===== src/verilog/tomasulo_pkg.sv =====
`default_nettype none

// Widths and types shared by the Tomasulo core and its testbench.
package tomasulo_pkg;

   // Eight architectural registers.
   localparam int reg_addr_bits = 3;

   // Four reservation-station entries.
   // A tag is the index of the entry that produces the value.
   localparam int tag_bits = 2;

   // Width of every data word on the bus and in the register file.
   localparam int data_bits = 16;

   typedef logic [reg_addr_bits-1:0] reg_addr_t;
   typedef logic [tag_bits-1:0]      tag_t;
   typedef logic [data_bits-1:0]     data_t;

   // Operations of the single integer ALU.
   // Load immediate ignores both source registers.
   typedef enum logic [2:0] {
      op_li  = 3'd0,
      op_add = 3'd1,
      op_sub = 3'd2,
      op_and = 3'd3,
      op_or  = 3'd4,
      op_xor = 3'd5
   } alu_op_t;

endpackage

`default_nettype wire

===== src/verilog/tomasulo_core.sv =====
`default_nettype none

module tomasulo_core #(
   parameter int W_ADDR = tomasulo_pkg::reg_addr_bits,
   parameter int W_TAG  = tomasulo_pkg::tag_bits,
   parameter int W_DATA = tomasulo_pkg::data_bits
) (
   input  logic                  clk,
   input  logic                  rst,

   input  logic                  instr_valid,
   input  tomasulo_pkg::alu_op_t instr_op,
   input  logic [W_ADDR-1:0]     instr_rd,
   input  logic [W_ADDR-1:0]     instr_rs,
   input  logic [W_ADDR-1:0]     instr_rt,
   input  logic [W_DATA-1:0]     instr_imm,
   output logic                  instr_stall,

   output logic                  cdb_valid,
   output logic [W_TAG-1:0]      cdb_tag,
   output logic [W_DATA-1:0]     cdb_data,

   // Architectural state for observation.
   input  logic [W_ADDR-1:0]     rd_addr,
   output logic [W_DATA-1:0]     rd_data,
   output logic                  rd_busy,
   output logic                  core_idle
);

   import tomasulo_pkg::*;

   // Decode to rename and register file.
   logic [W_ADDR-1:0] rs_addr;
   logic [W_ADDR-1:0] rt_addr;
   logic [W_TAG-1:0]  rs_tag;
   logic [W_TAG-1:0]  rt_tag;
   logic              rs_busy;
   logic              rt_busy;
   logic [W_DATA-1:0] rs_value;
   logic [W_DATA-1:0] rt_value;
   logic [W_ADDR-1:0] alloc_addr;
   logic [W_TAG-1:0]  alloc_tag;
   logic              alloc_valid;
   logic [2**W_ADDR-1:0] regfile_wen_onehot;

   // Decode to reservation station.
   logic              ent_valid;
   alu_op_t           ent_op;
   logic [W_TAG-1:0]  ent_tag;
   logic [W_DATA-1:0] ent_a_value;
   logic [W_TAG-1:0]  ent_a_tag;
   logic              ent_a_ready;
   logic [W_DATA-1:0] ent_b_value;
   logic [W_TAG-1:0]  ent_b_tag;
   logic              ent_b_ready;
   logic [W_DATA-1:0] ent_imm;
   logic [W_TAG-1:0]  free_tag;

   // Reservation station to ALU.
   logic              issue_valid;
   alu_op_t           issue_op;
   logic [W_TAG-1:0]  issue_tag;
   logic [W_DATA-1:0] issue_a;
   logic [W_DATA-1:0] issue_b;
   logic [W_DATA-1:0] issue_imm;
   logic              rs_idle;

   dispatch_decode #(.W_ADDR(W_ADDR), .W_TAG(W_TAG), .W_DATA(W_DATA)) u_decode (
      .instr_valid (instr_valid),  .instr_op    (instr_op),
      .instr_rd    (instr_rd),     .instr_rs    (instr_rs),
      .instr_rt    (instr_rt),     .instr_imm   (instr_imm),
      .instr_stall (instr_stall),  .free_tag    (free_tag),
      .rs_addr     (rs_addr),      .rt_addr     (rt_addr),
      .rs_tag      (rs_tag),       .rs_busy     (rs_busy),
      .rt_tag      (rt_tag),       .rt_busy     (rt_busy),
      .rs_value    (rs_value),     .rt_value    (rt_value),
      .cdb_valid   (cdb_valid),    .cdb_tag     (cdb_tag),
      .cdb_data    (cdb_data),
      .alloc_addr  (alloc_addr),   .alloc_tag   (alloc_tag),
      .alloc_valid (alloc_valid),
      .ent_valid   (ent_valid),    .ent_op      (ent_op),
      .ent_tag     (ent_tag),
      .ent_a_value (ent_a_value),  .ent_a_tag   (ent_a_tag),
      .ent_a_ready (ent_a_ready),
      .ent_b_value (ent_b_value),  .ent_b_tag   (ent_b_tag),
      .ent_b_ready (ent_b_ready),  .ent_imm     (ent_imm)
   );

   reg_status_table #(.W_ADDR(W_ADDR), .W_TAG(W_TAG)) u_status (
      .clk         (clk),          .rst         (rst),
      .rs_addr     (rs_addr),      .rt_addr     (rt_addr),
      .rs_tag      (rs_tag),       .rs_busy     (rs_busy),
      .rt_tag      (rt_tag),       .rt_busy     (rt_busy),
      .rd_addr     (rd_addr),      .rd_busy     (rd_busy),
      .alloc_addr  (alloc_addr),   .alloc_tag   (alloc_tag),
      .alloc_valid (alloc_valid),
      .cdb_tag     (cdb_tag),      .cdb_valid   (cdb_valid),
      .regfile_wen_onehot (regfile_wen_onehot)
   );

   reg_file #(.W_ADDR(W_ADDR), .W_DATA(W_DATA)) u_regs (
      .clk         (clk),          .rst         (rst),
      .rs_addr     (rs_addr),      .rt_addr     (rt_addr),
      .rd_addr     (rd_addr),
      .rs_value    (rs_value),     .rt_value    (rt_value),
      .rd_data     (rd_data),
      .regfile_wen_onehot (regfile_wen_onehot),
      .cdb_data    (cdb_data)
   );

   reservation_station #(.W_TAG(W_TAG), .W_DATA(W_DATA)) u_station (
      .clk         (clk),          .rst         (rst),
      .ent_valid   (ent_valid),    .ent_op      (ent_op),
      .ent_tag     (ent_tag),
      .ent_a_value (ent_a_value),  .ent_a_tag   (ent_a_tag),
      .ent_a_ready (ent_a_ready),
      .ent_b_value (ent_b_value),  .ent_b_tag   (ent_b_tag),
      .ent_b_ready (ent_b_ready),  .ent_imm     (ent_imm),
      .cdb_valid   (cdb_valid),    .cdb_tag     (cdb_tag),
      .cdb_data    (cdb_data),
      .instr_stall (instr_stall),  .free_tag    (free_tag),
      .issue_valid (issue_valid),  .issue_op    (issue_op),
      .issue_tag   (issue_tag),    .issue_a     (issue_a),
      .issue_b     (issue_b),      .issue_imm   (issue_imm),
      .rs_idle     (rs_idle)
   );

   alu_pipe #(.W_TAG(W_TAG), .W_DATA(W_DATA)) u_alu (
      .clk         (clk),          .rst         (rst),
      .issue_valid (issue_valid),  .issue_op    (issue_op),
      .issue_tag   (issue_tag),    .issue_a     (issue_a),
      .issue_b     (issue_b),      .issue_imm   (issue_imm),
      .rs_idle     (rs_idle),
      .cdb_valid   (cdb_valid),    .cdb_tag     (cdb_tag),
      .cdb_data    (cdb_data),     .core_idle   (core_idle)
   );

endmodule

`default_nettype wire


===== src/verilog/alu_pipe.sv =====
`default_nettype none

module alu_pipe #(
   parameter int W_TAG  = tomasulo_pkg::tag_bits,
   parameter int W_DATA = tomasulo_pkg::data_bits
) (
   input  logic                  clk,
   input  logic                  rst,

   // Issue from the reservation station.
   input  logic                  issue_valid,
   input  tomasulo_pkg::alu_op_t issue_op,
   input  logic [W_TAG-1:0]      issue_tag,
   input  logic [W_DATA-1:0]     issue_a,
   input  logic [W_DATA-1:0]     issue_b,
   input  logic [W_DATA-1:0]     issue_imm,
   input  logic                  rs_idle,

   // Common data bus.
   output logic                  cdb_valid,
   output logic [W_TAG-1:0]      cdb_tag,
   output logic [W_DATA-1:0]     cdb_data,
   output logic                  core_idle
);

   import tomasulo_pkg::*;

   // Stage one holds the operands.
   logic              s1_valid;
   alu_op_t           s1_op;
   logic [W_TAG-1:0]  s1_tag;
   logic [W_DATA-1:0] s1_a;
   logic [W_DATA-1:0] s1_b;
   logic [W_DATA-1:0] s1_imm;
   logic [W_DATA-1:0] s1_result;

   always_ff @(posedge clk) begin
      if (rst) begin
         s1_valid <= 1'b0;
      end else begin
         s1_valid <= issue_valid;
      end
   end

   always_ff @(posedge clk) begin
      s1_op  <= issue_op;
      s1_tag <= issue_tag;
      s1_a   <= issue_a;
      s1_b   <= issue_b;
      s1_imm <= issue_imm;
   end

   always_comb begin
      case (s1_op)
         op_li:   s1_result = s1_imm;
         op_add:  s1_result = s1_a + s1_b;
         op_sub:  s1_result = s1_a - s1_b;
         op_and:  s1_result = s1_a & s1_b;
         op_or:   s1_result = s1_a | s1_b;
         op_xor:  s1_result = s1_a ^ s1_b;
         default: s1_result = '0;
      endcase
   end

   // Stage two is the bus itself.
   // One result per cycle at most, so the bus never needs arbitration.
   always_ff @(posedge clk) begin
      if (rst) begin
         cdb_valid <= 1'b0;
      end else begin
         cdb_valid <= s1_valid;
      end
   end

   always_ff @(posedge clk) begin
      cdb_tag  <= s1_tag;
      cdb_data <= s1_result;
   end

   assign core_idle = rs_idle && !s1_valid && !cdb_valid;

endmodule

`default_nettype wire


===== src/verilog/reservation_station.sv =====
`default_nettype none

module reservation_station #(
   parameter int W_TAG  = tomasulo_pkg::tag_bits,
   parameter int W_DATA = tomasulo_pkg::data_bits
) (
   input  logic                  clk,
   input  logic                  rst,

   // Entry write from decode.
   input  logic                  ent_valid,
   input  tomasulo_pkg::alu_op_t ent_op,
   input  logic [W_TAG-1:0]      ent_tag,
   input  logic [W_DATA-1:0]     ent_a_value,
   input  logic [W_TAG-1:0]      ent_a_tag,
   input  logic                  ent_a_ready,
   input  logic [W_DATA-1:0]     ent_b_value,
   input  logic [W_TAG-1:0]      ent_b_tag,
   input  logic                  ent_b_ready,
   input  logic [W_DATA-1:0]     ent_imm,

   // Common data bus.
   input  logic                  cdb_valid,
   input  logic [W_TAG-1:0]      cdb_tag,
   input  logic [W_DATA-1:0]     cdb_data,

   output logic                  instr_stall,
   output logic [W_TAG-1:0]      free_tag,

   // Registered issue to the ALU.
   output logic                  issue_valid,
   output tomasulo_pkg::alu_op_t issue_op,
   output logic [W_TAG-1:0]      issue_tag,
   output logic [W_DATA-1:0]     issue_a,
   output logic [W_DATA-1:0]     issue_b,
   output logic [W_DATA-1:0]     issue_imm,
   output logic                  rs_idle
);

   import tomasulo_pkg::*;

   localparam int n_ent = 2 ** W_TAG;

   // Control state of each entry.
   // An entry leaves the issue pool at issue, but its tag stays taken
   // until the result is broadcast, so no new instruction reuses it early.
   logic [n_ent-1:0] busy_q;
   logic [n_ent-1:0] pending_q;
   logic [n_ent-1:0] a_rdy_q;
   logic [n_ent-1:0] b_rdy_q;

   // Payload of each entry.
   alu_op_t           op_q    [n_ent];
   logic [W_DATA-1:0] a_val_q [n_ent];
   logic [W_TAG-1:0]  a_tag_q [n_ent];
   logic [W_DATA-1:0] b_val_q [n_ent];
   logic [W_TAG-1:0]  b_tag_q [n_ent];
   logic [W_DATA-1:0] imm_q   [n_ent];

   logic [n_ent-1:0] ready_vec;
   logic [n_ent-1:0] free_vec;
   logic [W_TAG-1:0] issue_idx;

   assign ready_vec   = busy_q & a_rdy_q & b_rdy_q;
   assign free_vec    = ~(busy_q | pending_q);
   assign instr_stall = ~|free_vec;

   // Priority encoders.
   // Scanning downwards leaves the lowest set index.
   always_comb begin
      issue_idx = '0;
      free_tag  = '0;
      for (int i = n_ent - 1; i >= 0; i--) begin
         if (ready_vec[i]) begin
            issue_idx = W_TAG'(i);
         end
         if (free_vec[i]) begin
            free_tag = W_TAG'(i);
         end
      end
   end

   // Entry control.
   // Operands captured at an edge count as ready from that edge on.
   always_ff @(posedge clk) begin
      for (int i = 0; i < n_ent; i++) begin
         if (rst) begin
            busy_q[i]    <= 1'b0;
            pending_q[i] <= 1'b0;
         end else if (ent_valid && (ent_tag == W_TAG'(i))) begin
            busy_q[i]  <= 1'b1;
            a_rdy_q[i] <= ent_a_ready;
            b_rdy_q[i] <= ent_b_ready;
         end else if (ready_vec[i] && (issue_idx == W_TAG'(i))) begin
            busy_q[i]    <= 1'b0;
            pending_q[i] <= 1'b1;
         end else begin
            // Waiting slots snoop the bus.
            if (busy_q[i] && !a_rdy_q[i] && cdb_valid && (a_tag_q[i] == cdb_tag)) begin
               a_rdy_q[i] <= 1'b1;
            end
            if (busy_q[i] && !b_rdy_q[i] && cdb_valid && (b_tag_q[i] == cdb_tag)) begin
               b_rdy_q[i] <= 1'b1;
            end
            // The broadcast of this entry's own result frees its tag.
            if (pending_q[i] && cdb_valid && (cdb_tag == W_TAG'(i))) begin
               pending_q[i] <= 1'b0;
            end
         end
      end
   end

   // Entry payload.
   always_ff @(posedge clk) begin
      for (int i = 0; i < n_ent; i++) begin
         if (ent_valid && (ent_tag == W_TAG'(i))) begin
            op_q[i]    <= ent_op;
            a_val_q[i] <= ent_a_value;
            a_tag_q[i] <= ent_a_tag;
            b_val_q[i] <= ent_b_value;
            b_tag_q[i] <= ent_b_tag;
            imm_q[i]   <= ent_imm;
         end else begin
            if (!a_rdy_q[i] && cdb_valid && (a_tag_q[i] == cdb_tag)) begin
               a_val_q[i] <= cdb_data;
            end
            if (!b_rdy_q[i] && cdb_valid && (b_tag_q[i] == cdb_tag)) begin
               b_val_q[i] <= cdb_data;
            end
         end
      end
   end

   // Issue register.
   // The ALU latches it one cycle later as its first stage.
   always_ff @(posedge clk) begin
      if (rst) begin
         issue_valid <= 1'b0;
      end else begin
         issue_valid <= |ready_vec;
      end
   end

   always_ff @(posedge clk) begin
      issue_op  <= op_q[issue_idx];
      issue_tag <= issue_idx;
      issue_a   <= a_val_q[issue_idx];
      issue_b   <= b_val_q[issue_idx];
      issue_imm <= imm_q[issue_idx];
   end

   // Work in the issue register is not yet visible to the ALU.
   assign rs_idle = ~|busy_q && !issue_valid;

endmodule

`default_nettype wire


===== src/verilog/dispatch_decode.sv =====
`default_nettype none

module dispatch_decode #(
   parameter int W_ADDR = tomasulo_pkg::reg_addr_bits,
   parameter int W_TAG  = tomasulo_pkg::tag_bits,
   parameter int W_DATA = tomasulo_pkg::data_bits
) (
   // Incoming instruction.
   input  logic                  instr_valid,
   input  tomasulo_pkg::alu_op_t instr_op,
   input  logic [W_ADDR-1:0]     instr_rd,
   input  logic [W_ADDR-1:0]     instr_rs,
   input  logic [W_ADDR-1:0]     instr_rt,
   input  logic [W_DATA-1:0]     instr_imm,
   input  logic                  instr_stall,
   input  logic [W_TAG-1:0]      free_tag,

   // Rename and register reads.
   output logic [W_ADDR-1:0]     rs_addr,
   output logic [W_ADDR-1:0]     rt_addr,
   input  logic [W_TAG-1:0]      rs_tag,
   input  logic                  rs_busy,
   input  logic [W_TAG-1:0]      rt_tag,
   input  logic                  rt_busy,
   input  logic [W_DATA-1:0]     rs_value,
   input  logic [W_DATA-1:0]     rt_value,

   // Common data bus, for the same-cycle bypass.
   input  logic                  cdb_valid,
   input  logic [W_TAG-1:0]      cdb_tag,
   input  logic [W_DATA-1:0]     cdb_data,

   // Rename write.
   output logic [W_ADDR-1:0]     alloc_addr,
   output logic [W_TAG-1:0]      alloc_tag,
   output logic                  alloc_valid,

   // New reservation-station entry.
   output logic                  ent_valid,
   output tomasulo_pkg::alu_op_t ent_op,
   output logic [W_TAG-1:0]      ent_tag,
   output logic [W_DATA-1:0]     ent_a_value,
   output logic [W_TAG-1:0]      ent_a_tag,
   output logic                  ent_a_ready,
   output logic [W_DATA-1:0]     ent_b_value,
   output logic [W_TAG-1:0]      ent_b_tag,
   output logic                  ent_b_ready,
   output logic [W_DATA-1:0]     ent_imm
);

   import tomasulo_pkg::*;

   logic accept;
   logic is_li;

   // Ready bit on top, then the operand value.
   logic [W_DATA:0] a_res;
   logic [W_DATA:0] b_res;

   // An operand is ready if its register is not pending.
   // It is also ready if its producer broadcasts in this very cycle,
   // since the status table only clears after the edge.
   function automatic logic [W_DATA:0] resolve(
      input logic              busy,
      input logic [W_TAG-1:0]  tag,
      input logic [W_DATA-1:0] value,
      input logic              bus_valid,
      input logic [W_TAG-1:0]  bus_tag,
      input logic [W_DATA-1:0] bus_data
   );
      if (!busy) begin
         return {1'b1, value};
      end
      if (bus_valid && (bus_tag == tag)) begin
         return {1'b1, bus_data};
      end
      return {1'b0, value};
   endfunction

   assign accept = instr_valid && !instr_stall;
   assign is_li  = (instr_op == op_li);

   assign rs_addr = instr_rs;
   assign rt_addr = instr_rt;

   // Load immediate needs no sources.
   // Both slots start ready and the ALU takes the immediate.
   always_comb begin
      a_res = resolve(rs_busy, rs_tag, rs_value, cdb_valid, cdb_tag, cdb_data);
      b_res = resolve(rt_busy, rt_tag, rt_value, cdb_valid, cdb_tag, cdb_data);
      if (is_li) begin
         a_res = {1'b1, {W_DATA{1'b0}}};
         b_res = {1'b1, {W_DATA{1'b0}}};
      end
   end

   // The destination is renamed to the lowest free entry.
   assign alloc_addr  = instr_rd;
   assign alloc_tag   = free_tag;
   assign alloc_valid = accept;

   assign ent_valid   = accept;
   assign ent_op      = instr_op;
   assign ent_tag     = free_tag;
   assign ent_a_ready = a_res[W_DATA];
   assign ent_a_value = a_res[W_DATA-1:0];
   assign ent_a_tag   = rs_tag;
   assign ent_b_ready = b_res[W_DATA];
   assign ent_b_value = b_res[W_DATA-1:0];
   assign ent_b_tag   = rt_tag;
   assign ent_imm     = instr_imm;

endmodule

`default_nettype wire


===== src/verilog/reg_file.sv =====
`default_nettype none

module reg_file #(
   parameter int W_ADDR = tomasulo_pkg::reg_addr_bits,
   parameter int W_DATA = tomasulo_pkg::data_bits
) (
   input  logic                 clk,
   input  logic                 rst,

   // Source reads for decode and one read for the outside.
   input  logic [W_ADDR-1:0]    rs_addr,
   input  logic [W_ADDR-1:0]    rt_addr,
   input  logic [W_ADDR-1:0]    rd_addr,
   output logic [W_DATA-1:0]    rs_value,
   output logic [W_DATA-1:0]    rt_value,
   output logic [W_DATA-1:0]    rd_data,

   // Write-back from the common data bus.
   input  logic [2**W_ADDR-1:0] regfile_wen_onehot,
   input  logic [W_DATA-1:0]    cdb_data
);

   localparam int n_regs = 2 ** W_ADDR;

   logic [W_DATA-1:0] regs_q [n_regs];

   // Reads are asynchronous.
   // A value written at an edge is seen by decode in the next cycle.
   assign rs_value = regs_q[rs_addr];
   assign rt_value = regs_q[rt_addr];
   assign rd_data  = regs_q[rd_addr];

   // Architectural state starts at zero.
   // Every register selected by the status table takes the bus data.
   always_ff @(posedge clk) begin
      for (int i = 0; i < n_regs; i++) begin
         if (rst) begin
            regs_q[i] <= '0;
         end else if (regfile_wen_onehot[i]) begin
            regs_q[i] <= cdb_data;
         end
      end
   end

endmodule

`default_nettype wire


===== src/verilog/reg_status_table.sv =====
`default_nettype none

module reg_status_table #(
   parameter int W_ADDR = tomasulo_pkg::reg_addr_bits,
   parameter int W_TAG  = tomasulo_pkg::tag_bits
) (
   input  logic                   clk,
   input  logic                   rst,

   // Rename lookups for the two sources of the instruction in decode.
   input  logic [W_ADDR-1:0]      rs_addr,
   input  logic [W_ADDR-1:0]      rt_addr,
   output logic [W_TAG-1:0]       rs_tag,
   output logic                   rs_busy,
   output logic [W_TAG-1:0]       rt_tag,
   output logic                   rt_busy,

   // External status port.
   input  logic [W_ADDR-1:0]      rd_addr,
   output logic                   rd_busy,

   // Allocation by decode.
   input  logic [W_ADDR-1:0]      alloc_addr,
   input  logic [W_TAG-1:0]       alloc_tag,
   input  logic                   alloc_valid,

   // Broadcast from the common data bus.
   input  logic [W_TAG-1:0]       cdb_tag,
   input  logic                   cdb_valid,

   output logic [2**W_ADDR-1:0]   regfile_wen_onehot
);

   localparam int n_regs = 2 ** W_ADDR;

   // One pending tag and one busy bit per architectural register.
   logic [W_TAG-1:0]  tag_q [n_regs];
   logic [n_regs-1:0] busy_q;

   // Registers whose pending tag matches the tag on the bus.
   logic [n_regs-1:0] cdb_hit;

   // All lookups read the registered state.
   // A dispatch in this cycle becomes visible after the edge.
   assign rs_tag  = tag_q[rs_addr];
   assign rs_busy = busy_q[rs_addr];
   assign rt_tag  = tag_q[rt_addr];
   assign rt_busy = busy_q[rt_addr];
   assign rd_busy = busy_q[rd_addr];

   // Content-addressable search over all registers.
   // Only busy registers take part, so a stale tag left in an idle
   // register never matches.
   // At most one register holds a given tag, because a later dispatch
   // to another register with the same tag can only happen after the
   // broadcast that retires it.
   // After a write-after-write the older tag is gone from the table and
   // its broadcast simply finds nothing.
   always_comb begin
      for (int i = 0; i < n_regs; i++) begin
         cdb_hit[i] = cdb_valid && busy_q[i] && (tag_q[i] == cdb_tag);
      end
   end

   // The register file takes the bus data wherever the tag was found.
   assign regfile_wen_onehot = cdb_hit;

   // Busy bits.
   // A dispatch to a register wins over a broadcast that clears it.
   always_ff @(posedge clk) begin
      for (int i = 0; i < n_regs; i++) begin
         if (rst) begin
            busy_q[i] <= 1'b0;
         end else if (alloc_valid && (alloc_addr == W_ADDR'(i))) begin
            busy_q[i] <= 1'b1;
         end else if (cdb_hit[i]) begin
            busy_q[i] <= 1'b0;
         end
      end
   end

   // Tags only change on allocation.
   // The busy bit says whether a tag means anything.
   always_ff @(posedge clk) begin
      for (int i = 0; i < n_regs; i++) begin
         if (alloc_valid && (alloc_addr == W_ADDR'(i))) begin
            tag_q[i] <= alloc_tag;
         end
      end
   end

endmodule

`default_nettype wire


===== config.mk =====
export PLATFORM = sky130hd
export DESIGN_NAME = tomasulo_core
export DESIGN_NICKNAME = d
export VERILOG_FILES = /design/src/verilog/tomasulo_pkg.sv /design/src/verilog/tomasulo_core.sv /design/src/verilog/alu_pipe.sv /design/src/verilog/reservation_station.sv /design/src/verilog/dispatch_decode.sv /design/src/verilog/reg_file.sv /design/src/verilog/reg_status_table.sv
export SDC_FILE = /design/constraint.sdc
export NUM_CORES = 1
export LEC_CHECK = 0
export BUFFER_PORTS_ARGS = -buffer_cell sky130_fd_sc_hd__buf_2
export CORE_UTILIZATION = 40
export CTS_CLUSTER_SIZE = 16
export DETAILED_ROUTE_END_ITERATION = 6
export PLACE_DENSITY = 0.56
export SLEW_MARGIN = 15
export SYNTH_ARGS = -nofsm -noshare
export SYNTH_HDL_FRONTEND = slang
export SYNTH_HIERARCHICAL = 1
export SYNTH_SLANG_ARGS = --single-unit

===== constraint.sdc =====
create_clock -name clk -period 9 [get_ports clk]
set_input_delay 2.7 -clock clk [delete_from_list [all_inputs] [get_ports clk]]
set_output_delay 2.7 -clock clk [all_outputs]
set_load 0.005 [all_outputs]

==> results of run 1 <==
-- flip-flops by register name, indices dropped and copies added (netlist names), 64 cells and up --
name / flops
u_regs/regs_q: 128
u_station/a_val_q: 64
u_station/imm_q: 64
u_station/b_val_q: 64
-- critical path, stage by stage --
cell	delay (ns)
sky130_fd_sc_hd__buf_2	0.77
sky130_fd_sc_hd__mux4_1	0.67
sky130_fd_sc_hd__mux2_2	0.31
sky130_fd_sc_hd__buf_2	0.13
-- layout by cell type, fill, tap and decap left out, types with 51 or more instances in the layout --
master	instances
sky130_fd_sc_hd__mux2_2	164
sky130_fd_sc_hd__mux2i_1	51
sky130_fd_sc_hd__mux4_1	96
sky130_fd_sc_hd__nand2_1	88
sky130_fd_sc_hd__clkbuf_16	63
sky130_fd_sc_hd__dfxtp_1	142
sky130_fd_sc_hd__buf_2	71
sky130_fd_sc_hd__nand4_1	84
sky130_fd_sc_hd__o21ai_0	63
sky130_fd_sc_hd__and2_1	131
sky130_fd_sc_hd__inv_1	63
sky130_fd_sc_hd__edfxtp_1	372
sky130_fd_sc_hd__o2bb2ai_1	51
-- stage by stage --
step / util [%] / worst slack [ns] / hold WS, ns / std cells
6_report: 44.66 / 1.686 / 0.3227 / 2872
3_3_place_gp: 41.79 / 1.720 / 0.3124 / 2763
3_5_place_dp: 41.79 / 1.665 / 0.3121 / 2763
4_1_cts: 44.64 / 1.666 / 0.3261 / 2871
5_1_grt: 44.66 / 1.591 / 0.3304 / 2872
2_1_floorplan: - / 2.549 / 0.3096 / 1966
-- worst min-delay path by stage --
| stage | from | endpoint | cells past startpoint |
|---|---|---|---|
| finish | u_station/issue_b[9] | u_alu/s1_b[9] | 0 |
| detailed placement | u_station/issue_b[2] | u_alu/s1_b[2] | 0 |
| global placement | u_alu/s1_tag[0] | u_alu/cdb_tag[0] | 0 |
| floorplan | u_alu/s1_tag[0] | u_alu/cdb_tag[0] | 0 |
| global route | u_station/issue_op[1] | u_alu/s1_op[1] | 0 |
| CTS | u_station/issue_b[9] | u_alu/s1_b[9] | 0 |
-- layer usage --
metal	up-vias	GRT usage [%]	routed length [microns]
met5	-	0	0
met4	0	5.864	1444
met3	107	2.545	3831
met2	581	35.65	35150
met1	8837	30.90	33530
li1	7586	-	-
-- power by group --
part	internal [mW]	switching, mW	total [mW]
clock	1.33	0.973	2.31
combinational	0.433	0.632	1.06
sequential	2.74	0.127	2.87
total	4.50	1.73	6.24
-- final cells by class --
type	count	area share, %
timing repair buffer	116	2.365
tap	864	3.669
sequential	515	47.63
clock buffer	81	5.822
inverter	64	0.8153
clock inverter	27	0.5605
multi-input combinational	1205	39.14
-- kinds of logic (layout without fill, tap and decap cells) --
logic type / count (synthesis) / count (layout) / share of synthesized area [%]
mux: 345 / 345 / 20.53
compound gates: 291 / 291 / 7.944
simple gates: 456 / 456 / 9.954
fa+ha+maj: 49 / 49 / 2.319
buf+inv: 246 / 288 / 4.685
flops: 515 / 515 / 52.44
xor+xnor: 64 / 64 / 2.123
==> results.txt, run 1 <==
----------------------------------------------------
[Run status]
  Run status ... finished, violations left
  Violations in the final reports ... DRC

[Die]
  Total core area ... 65,980 sq um
  Starting density of the core ... 40.56%
  Die Footprint ... 67,940 sq um
  X dimension of the die ... 260.7 microns
  Rows ... 94
  Number of primary I/O pins ... 72
  Vert. Die Dim ... 260.7 microns

[Logic synthesis]
  Most frequent cell after synthesis ... sky130_fd_sc_hd__edfxtp_1
  Area of the mapped netlist ... 26,760 sq um
  Synthesis Warnings ... 6
  Count of flip-flops with a built-in enable after synthesis ... 372
  Number of nets produced by synthesis ... 2,049
  Area fraction of the dominant cell type after synthesis ... 41.74%
  Sequential fraction of the synthesis area ... 52.44%
  Cell count after synthesis ... 1,966
  Average instance area after synthesis ... 13.61 sq um
  Top cells by instance count after synthesis ... sky130_fd_sc_hd__edfxtp_1, sky130_fd_sc_hd__mux2_2, sky130_fd_sc_hd__dfxtp_1, sky130_fd_sc_hd__and2_1, sky130_fd_sc_hd__mux4_1
  Dominant cell type by area after synthesis ... sky130_fd_sc_hd__edfxtp_1
  Synthesized flop and latch total ... 515
  Synth Flop Type ... sky130_fd_sc_hd__edfxtp_1
  Number of distinct standard cells referenced by the synthesized netlist ... 72
  Cells taking the most area after synthesis ... sky130_fd_sc_hd__edfxtp_1, sky130_fd_sc_hd__dfxtp_1, sky130_fd_sc_hd__mux4_1
  Share of async-settable or async-resettable flops after synthesis ... 0%

[Hold path]
  Worst Hold Class ... flop to flop

[Clock network]
  Buffer cell driving the clock tree root ... sky130_fd_sc_hd__clkbuf_16
  TritonCTS buffer count ... 57
  Maximum number of buffers from clock root to sink ... 3
  H-tree levels ... 2
  Clk slew on worst S/H paths ... 0.06 ns
  Clock tree from TritonCTS ... built
  Number of hold buffers added after cts ... 0
  Clk sink count ... 515
  CTS-repair resized insts ... 0
  Number of setup buffers added after CTS ... 0
  Clock insertion delay at the later pin of the skew report ... 0.63 ns

[Placed design]
  Number of buffers added on ports ... 71
  DPL Wire Length ... 44.86 mm
  Post-place instance area ... 27,570 sq um
  Gpl congestion ... 0.8084

[Setup path]
  Path depth of the worst reg2reg path ... 13
  Register-to-register path setup slack ... 4.63 ns
  Type of origin of the critical path ... input pin
  Required arrival time at the worst endpoint ... 6.30 ns
  Launching point of the worst reg2reg path ... u_alu/s1_op[0]
  Critical Path AT ... 4.61 ns
  End point of the critical path ... rd_data[12]
  Crit Path Max Fanout ... 33
  CP Capture Type ... output port
  Worst reg2reg endpoint ... u_alu/cdb_data[14]
  Type of the worst setup path ... input pin to output port
  Start point of the critical path ... rd_addr[0]

[Pwr]
  Total power consumption of the routed design ... 6.236 mW
  Peak supply drop ... 0.0001481 V
  Total leakage power ... 11.33 nW
  Power density relative to cell area ... 211.6 nW/um^2

[Global route]
  First-pass GRT wire length ... 111.2 mm
  Initial antenna violation count ... 0
  Number of global-route vias before repair ... 17,430
  Total congestion overflow after global routing ... 0
  Pin count of the biggest net entering global routing ... 60
  Total global-route track usage ... 21.89%

[Routing]
  Via count ... 17,110
  Routed WL ... 73.96 mm
  First-pass iteration count of the detailed router ... 7
  Via density ... 5.958
  Remaining routing DRC violations ... 1
  Routed length per instance ... 25.75 microns
  Detailed router's first-iteration violation count ... 1,408
  Antenna Violating Nets Remaining ... 0

[Timing]
  Sum Neg Setup Slack ... 0 ns
  Unrepaired setup endpoints after global routing ... no
  Slew Limit Fails ... 0
  Headroom to the max-slew limit ... 22.57%
  Worst clock skew ... 0.02304 ns
  Fraction of the cycle the final worst path needs ... 81.27%
  Number of endpoints failing setup at the final stage ... 0
  Achievable clock frequency ... 136.7 MHz
  Slew at the pin closest to its max-slew limit ... 1.156 ns
  Count of endpoints failing hold in the final timing report ... 0
  Post-route minimum period ... 7.314 ns

[Run]
  Number of max-cap violations ... 0

[Layout]
  Net count of the finished layout ... 2,042
  Area of all placed cells without fillers ... 29,470 sq um
  Total inserted antenna cells ... 0
  Number of inserted filler cells in the final layout ... 5,899
  Fraction of layout cells with a size suffix above 1 ... 22.21%
  Area of combinational cells with multiple inputs ... 11,530 sq um
  Area of all sequential standard cells ... 14,030 sq um
  Area grow syn2layout ... 10.11%

----------------------------------------------------
(Power assumes the default switching activity.)
==> run 2: changes to the inputs <==
--- a/config.mk
+++ b/config.mk
@@ -5,11 +5,12 @@
 export SDC_FILE = /design/constraint.sdc
 export NUM_CORES = 1
 export LEC_CHECK = 0
+export ABC_AREA = 1
 export BUFFER_PORTS_ARGS = -buffer_cell sky130_fd_sc_hd__buf_2
 export CORE_UTILIZATION = 40
 export CTS_CLUSTER_SIZE = 16
 export DETAILED_ROUTE_END_ITERATION = 6
-export PLACE_DENSITY = 0.56
+export PLACE_DENSITY = 0.58
 export SLEW_MARGIN = 15
 export SYNTH_ARGS = -nofsm -noshare
 export SYNTH_HDL_FRONTEND = slang
==> constraint.sdc (replaced) <==
create_clock -name clk -period 6.26 [get_ports clk]
set_input_delay 1.878 -clock clk [delete_from_list [all_inputs] [get_ports clk]]
set_output_delay 1.878 -clock clk [all_outputs]
set_load 0.005 [all_outputs]
==> results.txt, run 2 <==
----------------------------------------------------
[Timing]
  Unrepaired setup endpoints after global routing ... no
  Number of endpoints failing setup at the final stage ... 0
  Post-route minimum period ... 5.232 ns
  Fraction of the cycle the final worst path needs ... 83.57%
  Headroom to the max-slew limit ... 20.15%
  Count of endpoints failing hold in the final timing report ... 0
  Achievable clock frequency ... 191.1 MHz
  Worst clock skew ... 0.04217 ns
  Slew Limit Fails ... 0
  Slew at the pin closest to its max-slew limit ... 1.196 ns
  Worst hold slack after final layout ... 0.3243 ns
  Sum Neg Setup Slack ... 0 ns

[Logic synthesis]
  Most frequent cell after synthesis ... sky130_fd_sc_hd__nand2_1
  Count of flip-flops with a built-in enable after synthesis ... 372
  Dominant cell type by area after synthesis ... sky130_fd_sc_hd__edfxtp_1
  Number of nets produced by synthesis ... 3,739
  Cells taking the most area after synthesis ... sky130_fd_sc_hd__edfxtp_1, sky130_fd_sc_hd__nand2_1, sky130_fd_sc_hd__dfxtp_1
  Synthesized flop and latch total ... 515
  Number of distinct standard cells referenced by the synthesized netlist ... 53
  Sequential fraction of the synthesis area ... 49.13%
  Synthesis Warnings ... 6
  Average instance area after synthesis ... 7.812 sq um
  Area fraction of the dominant cell type after synthesis ... 39.11%
  Cell count after synthesis ... 3,656
  Share of async-settable or async-resettable flops after synthesis ... 0%
  Area of the mapped netlist ... 28,560 sq um
  Synth Flop Type ... sky130_fd_sc_hd__edfxtp_1
  Top cells by instance count after synthesis ... sky130_fd_sc_hd__nand2_1, sky130_fd_sc_hd__inv_1, sky130_fd_sc_hd__nand3_1, sky130_fd_sc_hd__edfxtp_1, sky130_fd_sc_hd__nor2_1

[Setup path]
  Required arrival time at the worst endpoint ... 4.38 ns
  Type of the worst setup path ... input pin to output port
  Register-to-register path setup slack ... 2.90 ns
  Cell class contributing the biggest share of worst-path delay ... buffers and inverters
  Critical Path AT ... 3.35 ns
  Dominant cell type by count on the critical path ... sky130_fd_sc_hd__nand2_1
  Cell breakdown of the critical path ... buf_2, buf_4, inv_1, a21oi_1, o21ai_0, nand2_1, nand2_1, nand2_1, buf_2
  CP Capture Type ... output port
  Worst reg2reg endpoint ... u_station/a_rdy_q[3]
  Path depth of the worst reg2reg path ... 6
  Launching point of the worst reg2reg path ... u_station/busy_q[1]
  Crit Path Max Fanout ... 69
  Combined buffer and inverter count along the critical path ... 4
  Type of origin of the critical path ... input pin
  Cell with the largest stage delay on the worst path ... sky130_fd_sc_hd__buf_4
  Delay of the slowest cell on the worst path ... 0.57 ns

[Run status]
  Run status ... finished, final reports clean

[Global route]
  Initial antenna violation count ... 2
  Number of global-route vias before repair ... 22,120
  First-pass GRT wire length ... 126.8 mm
  Total global-route track usage ... 22.21%
  Total congestion overflow after global routing ... 0
  Pin count of the biggest net entering global routing ... 70

[Routing]
  Detailed router's first-iteration violation count ... 2,096
  Antenna Violating Nets Remaining ... 0
  First-pass iteration count of the detailed router ... 6
  Via count ... 23,240
  Routed WL ... 82.25 mm
  Routed length per instance ... 17.89 microns
  Remaining routing DRC violations ... 0
  Via density ... 5.055

[Clock network]
  CTS-repair resized insts ... 0
  Clock tree from TritonCTS ... built
  H-tree levels ... 2
  Buffer cell driving the clock tree root ... sky130_fd_sc_hd__clkbuf_16
  Clock insertion delay at the later pin of the skew report ... 0.66 ns
  Number of hold buffers added after cts ... 0
  Maximum number of buffers from clock root to sink ... 3
  Clk slew on worst S/H paths ... 0.06 ns
  Clk sink count ... 515
  Number of setup buffers added after CTS ... 0
  TritonCTS buffer count ... 58

[Placed design]
  Number of buffers added on ports ... 71
  Gpl congestion ... 0.8806
  DPL Wire Length ... 55.21 mm
  Post-place instance area ... 28,850 sq um

[Hold path]
  Min-Delay Startpoint ... u_station/issue_a[3]
  Worst Hold Class ... flop to flop
  Hold Crit Endpoint ... u_alu/s1_a[3]
  Number of cells traversed by the worst hold path ... 0

[Layout]
  Most common library cell in the layout ignoring fill and taps ... sky130_fd_sc_hd__nand2_1
  Top reg by flops ... u_regs/regs_q
  Total inserted antenna cells ... 0
  Area grow syn2layout ... 8.302%
  Net count of the finished layout ... 3,692
  Highest-count cells in the layout ignoring fill and taps ... sky130_fd_sc_hd__nand2_1, sky130_fd_sc_hd__inv_1, sky130_fd_sc_hd__nand3_1, sky130_fd_sc_hd__edfxtp_1, sky130_fd_sc_hd__nor2_1
  Fraction of layout cells with a size suffix above 1 ... 8.502%
  Max FFs per register ... 128
  Area of all placed cells without fillers ... 30,930 sq um

[Pwr]
  Total leakage power ... 14.85 nW
  Power density relative to cell area ... 293.1 nW/um^2
  Total power consumption of the routed design ... 9.066 mW
  Peak supply drop ... 0.0002187 V

[Die]
  Vert. Die Dim ... 269.2 microns
  Die Footprint ... 72,480 sq um
  X dimension of the die ... 269.2 microns
  Rows ... 97
  Total core area ... 70,390 sq um
  Starting density of the core ... 40.57%
  Number of primary I/O pins ... 72

[Run]
  Number of max-cap violations ... 0

----------------------------------------------------
-- run 2: how the worst max path moves through the flow --
| stage | start | end | slack, ns | cells after the start |
|---|---|---|---|---|
| final | rd_addr[0] | rd_busy | 1.03 | 9 |
| after global routing | rd_addr[0] | rd_busy | 0.85 | 9 |
| after CTS | rd_addr[0] | rd_busy | 1.02 | 9 |
| after detailed placement | rd_addr[0] | rd_busy | 1.01 | 9 |
| after global placement | rd_addr[0] | rd_busy | 1.10 | 9 |
| after floorplan | rd_addr[1] | rd_data[10] | 1.89 | 7 |
-- run 2: final cells by class --
type | instances | area (sq um)
Sequential cell | 515 | 14030
Multi-Input combinational cell | 2368 | 10950
Timing Repair Buffer | 97 | 550.5
Tap cell | 940 | 1176
Inverter | 569 | 2150
Clock buffer | 78 | 1749
Fill cell | 7142 | 39460
Clock inverter | 31 | 326.6
-- run 2: power by group --
| part | total [mW] | switching [mW] | internal, mW |
|---|---|---|---|
| clock | 3.59 | 1.48 | 2.11 |
| combinational | 1.41 | 1.01 | 0.395 |
| sequential | 4.07 | 0.168 | 3.90 |
-- run 2: per-layer routing --
| layer | track usage (%) | vias to the layer above | part of all wire (%) |
|---|---|---|---|
| li1 | - | 11440 | - |
| met1 | 29.46 | 10950 | 44 |
| met2 | 37.36 | 722 | 48 |
| met3 | 2.832 | 137 | 5.5 |
| met4 | 7.338 | 0 | 3.0 |
| met5 | 0 | - | 0 |
-- run 2: through the flow --
step                      util (%)  worst slack [ns]  std cells
after detailed placement     40.98             1.013       4489
after global placement       40.98             1.100       4489
after CTS                    43.93             1.016       4598
after global routing         43.94            0.8505       4598
after floorplan                  -             1.888       3656
final                        43.94             1.028       4598
-- run 2: logic make-up (layout without fill, tap and decap cells) --
group / Yosys count / count (layout) / share of synthesized area (%)
simple gates: 2021 / 2021 / 29.79
compound gates: 284 / 284 / 5.901
flops: 515 / 515 / 49.13
buf+inv: 773 / 775 / 12.57
fa+ha+maj: 49 / 49 / 2.173
xor+xnor: 14 / 14 / 0.4293
